File: src/logic/isa_pkg.sv
package isa_pkg;

    // data path and pc width
    localparam int xlen      = 32;
    localparam int reg_idx_w = 5;

    typedef logic [xlen-1:0]      word_t;
    typedef logic [reg_idx_w-1:0] reg_idx_t;

    // opcode fields, major group down to minor group
    localparam int op_a_hi = 31;
    localparam int op_a_lo = 26;
    localparam int op_b_hi = 25;
    localparam int op_b_lo = 22;
    localparam int op_c_hi = 21;
    localparam int op_c_lo = 20;
    localparam int op_d_hi = 19;
    localparam int op_d_lo = 15;

    // register fields, low bit of each
    localparam int rd_lo = 0;
    localparam int rj_lo = 5;
    localparam int rk_lo = 10;

    // bl links through r1
    localparam reg_idx_t ra_index = 5'd1;

    typedef enum logic [3:0] {
        ALU_ADD, ALU_SUB, ALU_SLT, ALU_SLTU,
        ALU_AND, ALU_OR, ALU_NOR, ALU_XOR,
        ALU_SLL, ALU_SRL, ALU_SRA, ALU_LUI
    } alu_op_e;

    typedef enum logic [3:0] {
        MEM_NONE, MEM_LD_B, MEM_LD_H, MEM_LD_W, MEM_LD_BU,
        MEM_LD_HU, MEM_ST_B, MEM_ST_H, MEM_ST_W
    } mem_op_e;

    typedef enum logic [3:0] {
        BR_NONE, BR_JIRL, BR_B, BR_BL, BR_BEQ,
        BR_BNE, BR_BLT, BR_BGE, BR_BLTU, BR_BGEU
    } br_op_e;

    // how the immediate is cut out of the instruction
    typedef enum logic [2:0] {
        IMM_NONE, IMM_SI12, IMM_UI12, IMM_SI16_SH2,
        IMM_SI26_SH2, IMM_UI20_HI, IMM_UI5
    } imm_kind_e;

endpackage

File: src/logic/pipe_pkg.sv
package pipe_pkg;

    import isa_pkg::*;

    // where each execute operand comes from
    typedef enum logic [1:0] {
        SRC_REG,
        SRC_IMM,
        SRC_PC
    } src_sel_e;

    typedef enum logic [1:0] {
        EXCP_NONE,
        EXCP_SYS,
        EXCP_BRK,
        EXCP_INE
    } excp_e;

    // decoded bundle handed to execute
    typedef struct packed {
        alu_op_e  alu_op;
        mem_op_e  mem_op;
        br_op_e   br_op;
        src_sel_e src1_sel;
        src_sel_e src2_sel;
        logic     wreg_en;
        reg_idx_t wreg_index;
        excp_e    excp;
    } id_ctrl_t;

    // bubble, no side effects
    localparam id_ctrl_t ctrl_nop = '{
        alu_op:     ALU_ADD,
        mem_op:     MEM_NONE,
        br_op:      BR_NONE,
        src1_sel:   SRC_REG,
        src2_sel:   SRC_REG,
        wreg_en:    1'b0,
        wreg_index: '0,
        excp:       EXCP_NONE
    };

endpackage

File: src/logic/decode_if.sv
`timescale 1ns/1ps

interface decode_if import isa_pkg::*, pipe_pkg::*; ();

    id_ctrl_t  ctrl;
    imm_kind_e imm_kind;
    word_t     imm;
    // rd is read as second source (stores, conditional branches)
    logic      use_rd;

    modport producer (
        output ctrl,
        output imm_kind,
        output use_rd
    );

    modport imm_gen (
        input  imm_kind,
        output imm
    );

    modport consumer (
        input ctrl,
        input imm_kind,
        input imm,
        input use_rd
    );

endinterface

File: src/logic/inst_decoder.sv
`timescale 1ns/1ps

module inst_decoder import isa_pkg::*, pipe_pkg::*; (
    input  word_t             inst,
    input  logic              in_valid,
    output reg_idx_t          reg_index1,
    output reg_idx_t          reg_index2,
    decode_if.producer        dec
);

    logic [op_a_hi-op_a_lo:0] op_a;
    logic [op_b_hi-op_b_lo:0] op_b;
    logic [op_c_hi-op_c_lo:0] op_c;
    logic [op_d_hi-op_d_lo:0] op_d;
    reg_idx_t                 rd;
    reg_idx_t                 rj;
    reg_idx_t                 rk;
    id_ctrl_t                 ctrl;
    imm_kind_e                kind;
    logic                     use_rd;
    logic                     hit;

    assign op_a = inst[op_a_hi:op_a_lo];
    assign op_b = inst[op_b_hi:op_b_lo];
    assign op_c = inst[op_c_hi:op_c_lo];
    assign op_d = inst[op_d_hi:op_d_lo];
    assign rd   = inst[rd_lo +: reg_idx_w];
    assign rj   = inst[rj_lo +: reg_idx_w];
    assign rk   = inst[rk_lo +: reg_idx_w];

    always_comb begin
        ctrl            = ctrl_nop;
        ctrl.wreg_index = rd;
        kind            = IMM_NONE;
        use_rd          = 1'b0;
        hit             = 1'b0;
        case (op_a)
            6'h00: begin
                if (op_b == 4'h0 && op_c == 2'h1) begin
                    // three-register alu group
                    hit          = 1'b1;
                    ctrl.wreg_en = 1'b1;
                    case (op_d)
                        5'h00:   ctrl.alu_op = ALU_ADD;
                        5'h02:   ctrl.alu_op = ALU_SUB;
                        5'h04:   ctrl.alu_op = ALU_SLT;
                        5'h05:   ctrl.alu_op = ALU_SLTU;
                        5'h08:   ctrl.alu_op = ALU_NOR;
                        5'h09:   ctrl.alu_op = ALU_AND;
                        5'h0a:   ctrl.alu_op = ALU_OR;
                        5'h0b:   ctrl.alu_op = ALU_XOR;
                        5'h0e:   ctrl.alu_op = ALU_SLL;
                        5'h0f:   ctrl.alu_op = ALU_SRL;
                        5'h10:   ctrl.alu_op = ALU_SRA;
                        default: hit = 1'b0;
                    endcase
                end else if (op_b == 4'h0 && op_c == 2'h2) begin
                    hit = 1'b1;
                    case (op_d)
                        5'h14:   ctrl.excp = EXCP_BRK;
                        5'h16:   ctrl.excp = EXCP_SYS;
                        default: hit = 1'b0;
                    endcase
                end else if (op_b == 4'h1 && op_c == 2'h0) begin
                    // shift by ui5
                    hit           = 1'b1;
                    ctrl.wreg_en  = 1'b1;
                    ctrl.src2_sel = SRC_IMM;
                    kind          = IMM_UI5;
                    case (op_d)
                        5'h01:   ctrl.alu_op = ALU_SLL;
                        5'h09:   ctrl.alu_op = ALU_SRL;
                        5'h11:   ctrl.alu_op = ALU_SRA;
                        default: hit = 1'b0;
                    endcase
                end else begin
                    // 12-bit immediate group, logic ops zero extend
                    hit           = 1'b1;
                    ctrl.wreg_en  = 1'b1;
                    ctrl.src2_sel = SRC_IMM;
                    kind          = IMM_SI12;
                    case (op_b)
                        4'h8: ctrl.alu_op = ALU_SLT;
                        4'h9: ctrl.alu_op = ALU_SLTU;
                        4'ha: ctrl.alu_op = ALU_ADD;
                        4'hd: begin
                            ctrl.alu_op = ALU_AND;
                            kind        = IMM_UI12;
                        end
                        4'he: begin
                            ctrl.alu_op = ALU_OR;
                            kind        = IMM_UI12;
                        end
                        4'hf: begin
                            ctrl.alu_op = ALU_XOR;
                            kind        = IMM_UI12;
                        end
                        default: hit = 1'b0;
                    endcase
                end
            end
            6'h05, 6'h07: begin
                // lu12i / pcaddu12i, bit 25 must be clear
                hit           = !inst[op_b_hi];
                ctrl.wreg_en  = 1'b1;
                ctrl.src1_sel = SRC_IMM;
                kind          = IMM_UI20_HI;
                if (op_a == 6'h05) begin
                    ctrl.alu_op = ALU_LUI;
                end else begin
                    ctrl.src2_sel = SRC_PC;
                end
            end
            6'h0a: begin
                hit           = 1'b1;
                ctrl.src2_sel = SRC_IMM;
                kind          = IMM_SI12;
                case (op_b)
                    4'h0: ctrl.mem_op = MEM_LD_B;
                    4'h1: ctrl.mem_op = MEM_LD_H;
                    4'h2: ctrl.mem_op = MEM_LD_W;
                    4'h4: begin
                        ctrl.mem_op = MEM_ST_B;
                        use_rd      = 1'b1;
                    end
                    4'h5: begin
                        ctrl.mem_op = MEM_ST_H;
                        use_rd      = 1'b1;
                    end
                    4'h6: begin
                        ctrl.mem_op = MEM_ST_W;
                        use_rd      = 1'b1;
                    end
                    4'h8: ctrl.mem_op = MEM_LD_BU;
                    4'h9: ctrl.mem_op = MEM_LD_HU;
                    default: hit = 1'b0;
                endcase
                // only loads write back
                ctrl.wreg_en = !use_rd;
            end
            6'h13: begin
                hit           = 1'b1;
                ctrl.br_op    = BR_JIRL;
                ctrl.wreg_en  = 1'b1;
                ctrl.src2_sel = SRC_IMM;
                kind          = IMM_SI16_SH2;
            end
            6'h14, 6'h15: begin
                hit           = 1'b1;
                ctrl.src1_sel = SRC_PC;
                ctrl.src2_sel = SRC_IMM;
                kind          = IMM_SI26_SH2;
                if (op_a == 6'h15) begin
                    ctrl.br_op      = BR_BL;
                    ctrl.wreg_en    = 1'b1;
                    ctrl.wreg_index = ra_index;
                end else begin
                    ctrl.br_op = BR_B;
                end
            end
            6'h16, 6'h17, 6'h18, 6'h19, 6'h1a, 6'h1b: begin
                // conditional branches compare rj with rd
                hit           = 1'b1;
                ctrl.src1_sel = SRC_PC;
                ctrl.src2_sel = SRC_IMM;
                kind          = IMM_SI16_SH2;
                use_rd        = 1'b1;
                case (op_a)
                    6'h16:   ctrl.br_op = BR_BEQ;
                    6'h17:   ctrl.br_op = BR_BNE;
                    6'h18:   ctrl.br_op = BR_BLT;
                    6'h19:   ctrl.br_op = BR_BGE;
                    6'h1a:   ctrl.br_op = BR_BLTU;
                    default: ctrl.br_op = BR_BGEU;
                endcase
            end
            default: hit = 1'b0;
        endcase

        // anything unmatched becomes a bubble carrying ine
        if (!hit) begin
            ctrl   = ctrl_nop;
            kind   = IMM_NONE;
            use_rd = 1'b0;
            if (in_valid) begin
                ctrl.excp = EXCP_INE;
            end
        end

        a_one_class: assert (ctrl.mem_op == MEM_NONE || ctrl.br_op == BR_NONE)
            else $error("decoder flagged both a memory and a branch op");
    end

    assign reg_index1   = rj;
    assign reg_index2   = use_rd ? rd : rk;
    assign dec.ctrl     = ctrl;
    assign dec.imm_kind = kind;
    assign dec.use_rd   = use_rd;

endmodule

File: src/logic/imm_gen.sv
`timescale 1ns/1ps

module imm_gen import isa_pkg::*; (
    input  word_t     inst,
    decode_if.imm_gen dec
);

    logic [11:0]          i12;
    logic [15:0]          i16;
    logic [25:0]          i26;
    logic [19:0]          i20;
    logic [reg_idx_w-1:0] i5;

    assign i12 = inst[21:10];
    assign i16 = inst[25:10];
    // offs[15:0] sits above offs[25:16] in the encoding
    assign i26 = {inst[9:0], inst[25:10]};
    assign i20 = inst[24:5];
    assign i5  = inst[rk_lo +: reg_idx_w];

    always_comb begin
        case (dec.imm_kind)
            IMM_SI12:     dec.imm = {{20{i12[11]}}, i12};
            IMM_UI12:     dec.imm = {20'h0, i12};
            // branch offsets are word aligned
            IMM_SI16_SH2: dec.imm = {{14{i16[15]}}, i16, 2'b00};
            IMM_SI26_SH2: dec.imm = {{4{i26[25]}}, i26, 2'b00};
            IMM_UI20_HI:  dec.imm = {i20, 12'h000};
            IMM_UI5:      dec.imm = {{(xlen-reg_idx_w){1'b0}}, i5};
            default:      dec.imm = '0;
        endcase
    end

endmodule

File: src/logic/id_stage_reg.sv
`timescale 1ns/1ps

module id_stage_reg import isa_pkg::*, pipe_pkg::*; (
    input  logic       clk,
    input  logic       rst_n,
    input  word_t      pc,
    input  logic       in_valid,
    output logic       in_ready,
    input  reg_idx_t   reg_index1,
    input  reg_idx_t   reg_index2,
    input  word_t      reg_data1,
    input  word_t      reg_data2,
    input  logic       ex_load_valid,
    input  reg_idx_t   ex_load_wreg,
    input  logic       flush,
    decode_if.consumer dec,
    output logic       out_valid,
    input  logic       out_ready,
    output id_ctrl_t   out_ctrl,
    output word_t      out_imm,
    output word_t      out_pc,
    output word_t      out_src1,
    output word_t      out_src2
);

    logic stall;
    logic accept;

    // load in execute targets one of our sources, r0 included
    assign stall = ex_load_valid &&
                   (ex_load_wreg == reg_index1 || ex_load_wreg == reg_index2);

    assign in_ready = !flush && !stall && (!out_valid || out_ready);
    assign accept   = in_valid && in_ready;

    always_ff @(posedge clk or negedge rst_n) begin
        if (!rst_n) begin
            out_valid <= 1'b0;
        end else if (flush) begin
            out_valid <= 1'b0;
        end else if (accept) begin
            out_valid <= 1'b1;
        end else if (out_ready) begin
            out_valid <= 1'b0;
        end
    end

    always_ff @(posedge clk or negedge rst_n) begin
        if (!rst_n) begin
            out_ctrl <= ctrl_nop;
        end else if (accept) begin
            out_ctrl <= dec.ctrl;
        end
    end

    // payload
    always_ff @(posedge clk) begin
        if (accept) begin
            out_imm  <= dec.imm;
            out_pc   <= pc;
            out_src1 <= reg_data1;
            out_src2 <= reg_data2;
        end
    end

    a_empty_after_reset: assert property (@(posedge clk) $rose(rst_n) |-> !out_valid)
        else $error("stage not empty after reset");

    // held bundle must not move while execute stalls us
    a_hold_on_backpressure: assert property (@(posedge clk) disable iff (!rst_n)
        out_valid && !out_ready && !flush |=> out_valid && $stable(out_ctrl))
        else $error("output changed under back-pressure");

endmodule

File: src/logic/id_stage.sv
`timescale 1ns/1ps

module id_stage import isa_pkg::*, pipe_pkg::*; (
    input  logic     clk,
    input  logic     rst_n,
    input  word_t    inst,
    input  word_t    pc,
    input  logic     in_valid,
    output logic     in_ready,
    output reg_idx_t reg_index1,
    output reg_idx_t reg_index2,
    input  word_t    reg_data1,
    input  word_t    reg_data2,
    input  logic     ex_load_valid,
    input  reg_idx_t ex_load_wreg,
    input  logic     flush,
    output logic     out_valid,
    input  logic     out_ready,
    output id_ctrl_t out_ctrl,
    output word_t    out_imm,
    output word_t    out_pc,
    output word_t    out_src1,
    output word_t    out_src2
);

    decode_if dec_bus ();

    inst_decoder u_decoder (
        .inst       (inst),
        .in_valid   (in_valid),
        .reg_index1 (reg_index1),
        .reg_index2 (reg_index2),
        .dec        (dec_bus.producer)
    );

    imm_gen u_imm_gen (
        .inst (inst),
        .dec  (dec_bus.imm_gen)
    );

    // the register also sees the read indices for the hazard compare
    id_stage_reg u_stage_reg (
        .clk           (clk),
        .rst_n         (rst_n),
        .pc            (pc),
        .in_valid      (in_valid),
        .in_ready      (in_ready),
        .reg_index1    (reg_index1),
        .reg_index2    (reg_index2),
        .reg_data1     (reg_data1),
        .reg_data2     (reg_data2),
        .ex_load_valid (ex_load_valid),
        .ex_load_wreg  (ex_load_wreg),
        .flush         (flush),
        .dec           (dec_bus.consumer),
        .out_valid     (out_valid),
        .out_ready     (out_ready),
        .out_ctrl      (out_ctrl),
        .out_imm       (out_imm),
        .out_pc        (out_pc),
        .out_src1      (out_src1),
        .out_src2      (out_src2)
    );

endmodule

File: config.mk
export PLATFORM = sky130hd
export DESIGN_NAME = id_stage
export DESIGN_NICKNAME = d
export VERILOG_FILES = /design/src/logic/isa_pkg.sv /design/src/logic/pipe_pkg.sv /design/src/logic/decode_if.sv /design/src/logic/inst_decoder.sv /design/src/logic/imm_gen.sv /design/src/logic/id_stage_reg.sv /design/src/logic/id_stage.sv
export SDC_FILE = /design/constraint.sdc
export NUM_CORES = 1
export LEC_CHECK = 0
export ABC_CLOCK_PERIOD_IN_PS = 4200
export BUFFER_PORTS_ARGS = -buffer_cell sky130_fd_sc_hd__buf_2
export CORE_UTILIZATION = 45
export DETAILED_ROUTE_END_ITERATION = 6
export PLACE_DENSITY = 0.83
export SETUP_SLACK_MARGIN = 0.5
export SLEW_MARGIN = 20
export SYNTH_ARGS = -nofsm -noshare
export SYNTH_HDL_FRONTEND = slang
export SYNTH_SLANG_ARGS = --single-unit
File: constraint.sdc
create_clock -name clk -period 4.2 [get_ports clk]
set_input_delay 0.42 -clock clk [delete_from_list [all_inputs] [get_ports clk]]
set_output_delay 0.42 -clock clk [all_outputs]
set_load 0.005 [all_outputs]
==> impl_metrics.xml <==
<?xml version="1.0" encoding="UTF-8"?>
<metrics>
  <group name="clocking">
    <metric name="cts_setup_buffers" unit="">0</metric>
    <metric name="cts_buffers" unit="">17</metric>
    <metric name="clk_pin_slew" unit="ns">0.06</metric>
    <metric name="cts_max_path_buffers" unit="">2</metric>
    <metric name="post_cts_resized" unit="">0</metric>
    <metric name="clock_insertion_delay_worst_skew" unit="ns">0.42</metric>
    <metric name="cts_tree" unit="">built</metric>
    <metric name="ctsHtreeMaxLevel" unit="">4</metric>
    <metric name="master_cell_of_the_clock_root_buffer" unit="">sky130_fd_sc_hd__clkbuf_16</metric>
    <metric name="post_cts_hold_buffer_count" unit="">0</metric>
    <metric name="cts_sinks" unit="">153</metric>
  </group>
  <group name="setup_path">
    <metric name="critical_path_arrival" unit="ns">2.78</metric>
    <metric name="rr_worst_depth" unit="">5</metric>
    <metric name="reg2reg_setup_slack" unit="ns">2.04</metric>
    <metric name="worstPathMaxFanout" unit="">12</metric>
    <metric name="critical_path.reg2reg.startpoint" unit="">u_stage_reg.out_valid</metric>
    <metric name="worst_setup_path_end_kind" unit="">primary output</metric>
    <metric name="timing.critical_path.from_type" unit="">input port</metric>
    <metric name="worst-endpoint-required" unit="ns">3.78</metric>
    <metric name="worst-setup-path-type" unit="">in -&gt; out</metric>
    <metric name="end_of_the_worst_register_to_register_path" unit="">u_stage_reg.out_ctrl[11]</metric>
  </group>
  <group name="die">
    <metric name="dieArea" unit="sq um">14800</metric>
    <metric name="placement_rows" unit="">43</metric>
    <metric name="coreArea" unit="sq um">13900</metric>
    <metric name="die_x" unit="microns">121</metric>
    <metric name="die_height" unit="microns">121</metric>
    <metric name="design.portCount" unit="">303</metric>
    <metric name="floorplan.initialDensity" unit="%">46.3</metric>
  </group>
  <group name="global_routing">
    <metric name="globalRoute.totalOverflow" unit="">0</metric>
    <metric name="grt_antenna_before_repair" unit="">3</metric>
    <metric name="grt_start_max_net_pins" unit="">57</metric>
    <metric name="grt_use_total" unit="%">25.5</metric>
    <metric name="grt_first_pass_wirelength" unit="microns">26900</metric>
    <metric name="vias_in_the_first_global_route" unit="">4681</metric>
  </group>
  <group name="synth">
    <metric name="synth.top_cells.by_area" unit="">sky130_fd_sc_hd__edfxtp_1 60%, sky130_fd_sc_hd__dfrtp_1 9.7%, sky130_fd_sc_hd__mux2_4 3.0%</metric>
    <metric name="synth.avg_cell_area" unit="sq um">15.2</metric>
    <metric name="yosys_top_cell_area_share" unit="%">59.8</metric>
    <metric name="synth_sequential_area_ratio" unit="%">69.6</metric>
    <metric name="synth_net_count" unit="">563</metric>
    <metric name="synth-seq-cells" unit="">153</metric>
    <metric name="synth_edf_count" unit="">128</metric>
    <metric name="synth.cells.most_frequent" unit="">128 x sky130_fd_sc_hd__edfxtp_1, 25 x sky130_fd_sc_hd__dfrtp_1, 25 x sky130_fd_sc_hd__nor2_1, 21 x sky130_fd_sc_hd__clkbuf_1, 21 x sky130_fd_sc_hd__nand2_1</metric>
    <metric name="post_synth_inst_count" unit="">424</metric>
    <metric name="mappedNetlistArea" unit="sq um">6420</metric>
    <metric name="yosys.area.top_type" unit="">sky130_fd_sc_hd__edfxtp_1</metric>
    <metric name="synth_flop_cell" unit="">sky130_fd_sc_hd__edfxtp_1</metric>
    <metric name="postSynth.asyncResetShare" unit="%">16.3</metric>
    <metric name="post-synth-top-count-cell" unit="">sky130_fd_sc_hd__edfxtp_1</metric>
    <metric name="synth.yosys.warnings" unit="">0</metric>
    <metric name="synth_cell_type_count" unit="">59</metric>
  </group>
  <group name="pwr">
    <metric name="p_total" unit="W">0.00386</metric>
    <metric name="p_leak" unit="nW">3.80</metric>
    <metric name="max_vdd_drop" unit="mV">0.234</metric>
    <metric name="power_density" unit="nW/um^2">445</metric>
  </group>
  <group name="run">
    <metric name="maxCapViolations" unit="">0</metric>
  </group>
  <group name="drt">
    <metric name="ant_nets" unit="">0</metric>
    <metric name="wire_per_inst" unit="microns">20.8</metric>
    <metric name="wl" unit="microns">19000</metric>
    <metric name="detail_route.vias_per_cell" unit="">5.35</metric>
    <metric name="remaining_drc_errors" unit="">0</metric>
    <metric name="routed_via_count" unit="">4893</metric>
    <metric name="first_iter_violations" unit="">466</metric>
    <metric name="met3RoutedLength" unit="microns">1640</metric>
    <metric name="top_layer" unit="">met4</metric>
    <metric name="detail_route.first_pass.iterations" unit="">6</metric>
    <metric name="detail_route.wirelength.met1" unit="microns">6670</metric>
    <metric name="met2RoutedLength" unit="microns">10500</metric>
  </group>
  <group name="placed_design">
    <metric name="gp_congestion" unit="">0.950</metric>
    <metric name="place.detailed.hpwl" unit="microns">14600</metric>
    <metric name="place_ws" unit="ns">0.431</metric>
    <metric name="numPlacedInstances" unit="">879</metric>
    <metric name="io_buffers" unit="">302</metric>
  </group>
  <group name="sta">
    <metric name="part_of_the_cycle_the_worst_path_needs" unit="%">76.1</metric>
    <metric name="hold_viol" unit="">7</metric>
    <metric name="hold_slack" unit="ns">-0.00217</metric>
    <metric name="setup-tns-final" unit="ns">0</metric>
    <metric name="tightest_slew" unit="ns">0.881</metric>
    <metric name="slew_headroom" unit="%">41.3</metric>
    <metric name="timing.final.crit_period" unit="ns">3.20</metric>
    <metric name="postLayoutSetupSlackWorst" unit="ns">1.00</metric>
    <metric name="slew_violations" unit="">0</metric>
    <metric name="final_setup_skew" unit="ns">0.0111</metric>
    <metric name="timing.fmax" unit="MHz">313</metric>
    <metric name="timing.final.setup_violations" unit="">0</metric>
    <metric name="grt_setup_unrepaired" unit="">no</metric>
  </group>
  <group name="layout">
    <metric name="nNetsFinal" unit="">858</metric>
    <metric name="post_layout_nonfiller_instances" unit="">914</metric>
    <metric name="area_growth" unit="%">34.9</metric>
    <metric name="layout-drive-gt1-share" unit="%">50.6</metric>
  </group>
  <group name="status">
    <metric name="outcome" unit="">finished with violations</metric>
    <metric name="violations" unit="">hold timing</metric>
  </group>
  <group name="worst_hold_path">
    <metric name="worstHoldPathType" unit="">in -&gt; async</metric>
  </group>
</metrics>
==> cell type report <==
type	count	area [sq um]
fill	1087	5220
timing repair buffer	308	1610
inverter	14	52.6
antenna	3	7.51
tap	180	225
clock buffer	19	433
multi-input combinational	225	1740
sequential	153	4470
clock inverter	12	124
==> routing by layer <==
| metal | vias to the layer above | GRT usage (%) |
|---|---|---|
| li1 | 2212 | - |
| met4 | 0 | 7.64 |
| met1 | 2361 | 28.0 |
| met2 | 293 | 46.1 |
| met3 | 27 | 8.79 |
| met5 | - | 0 |
==> cells in the final DEF (no fill, tap or decap), types with 4 or more instances in the layout <==
master                      netlist  layout
sky130_fd_sc_hd__nor2_1          25      25
sky130_fd_sc_hd__mux2_4          13      13
sky130_fd_sc_hd__a22o_1          10      10
sky130_fd_sc_hd__a21oi_1         15      15
sky130_fd_sc_hd__mux2i_1          8       8
sky130_fd_sc_hd__dfrtp_1         25      25
sky130_fd_sc_hd__nor3_1          12      12
sky130_fd_sc_hd__clkbuf_16        0      17
sky130_fd_sc_hd__edfxtp_1       128     128
sky130_fd_sc_hd__xor2_1           6       6
sky130_fd_sc_hd__nand3_1          4       4
sky130_fd_sc_hd__nand3b_1         4       4
sky130_fd_sc_hd__nor3b_1          4       4
sky130_fd_sc_hd__mux2_2           8       8
sky130_fd_sc_hd__buf_2            4     302
sky130_fd_sc_hd__nor2b_1          8       8
sky130_fd_sc_hd__inv_1           14      14
sky130_fd_sc_hd__nand2_1         21      21
sky130_fd_sc_hd__o21ai_0          9       9
sky130_fd_sc_hd__a221o_1         15      15
sky130_fd_sc_hd__nor4_1           4       4
sky130_fd_sc_hd__xnor2_1          5       5
sky130_fd_sc_hd__a211o_1          5       5
==> sequential cells by signal, indices dropped and copies added (netlist names) <==
register	flops
u_stage_reg.out_ctrl	24
u_stage_reg.out_pc	32
u_stage_reg.out_src2	32
u_stage_reg.out_imm	32
u_stage_reg.out_valid	1
u_stage_reg.out_src1	32
==> worst max path at each step <==
stage / start / to / slack (ns) / depth (start not counted)
floorplan: inst[26] / u_stage_reg.out_imm[0] / 0.84 / 9
global placement: inst[28] / u_stage_reg.out_src2[31] / 0.55 / 9
detailed placement: inst[28] / u_stage_reg.out_src2[7] / 0.43 / 9
CTS: inst[28] / u_stage_reg.out_src1[27] / 0.88 / 9
global route: inst[28] / in_ready / 0.90 / 10
finish: inst[28] / in_ready / 1.00 / 10
==> report_power, final <==
group | total (W) | switching [W] | internal [W]
registers | 0.00188 | 0.0000511 | 0.00183
clock network | 0.00145 | 0.000578 | 0.000868
logic | 0.000529 | 0.000296 | 0.000233
total | 0.00386 | 0.000925 | 0.00293
==> stage by stage <==
| step | util (%) | cell area [sq um] |
|---|---|---|
| finish | 62.4 | 8670 |
| CTS | 62.2 | 8630 |
| detailed placement | 58.2 | 8070 |
| floorplan | - | 6420 |
| global placement | 58.2 | 8070 |
| global route | 62.4 | 8670 |
==> kinds of logic (layout without fill, tap and decap cells) <==
kind of cell           count (synthesis)  in the layout  synth area share [%]
flip-flops                           153            153                  69.6
AO/OA/AOI/OAI                         82             82                  10.6
multiplexers                          29             29                  5.69
AND/OR/NAND/NOR                      100            100                  8.51
buffers and inverters                 46            353                  3.35
other                                  0              3                     0
XOR/XNOR                              14             14                  2.26
==> critical path, stage by stage <==
cell	delay (ns)
sky130_fd_sc_hd__buf_2	0.17
sky130_fd_sc_hd__nand4bb_4	0.25
sky130_fd_sc_hd__or3_4	0.39
sky130_fd_sc_hd__o22ai_4	0.30
sky130_fd_sc_hd__mux2_4	0.35
sky130_fd_sc_hd__xor2_2	0.15
sky130_fd_sc_hd__nor3_2	0.27
sky130_fd_sc_hd__a21boi_0	0.14
sky130_fd_sc_hd__o21a_1	0.20
sky130_fd_sc_hd__buf_2	0.13
No activity file was read; power rests on OpenSTA's default activity.
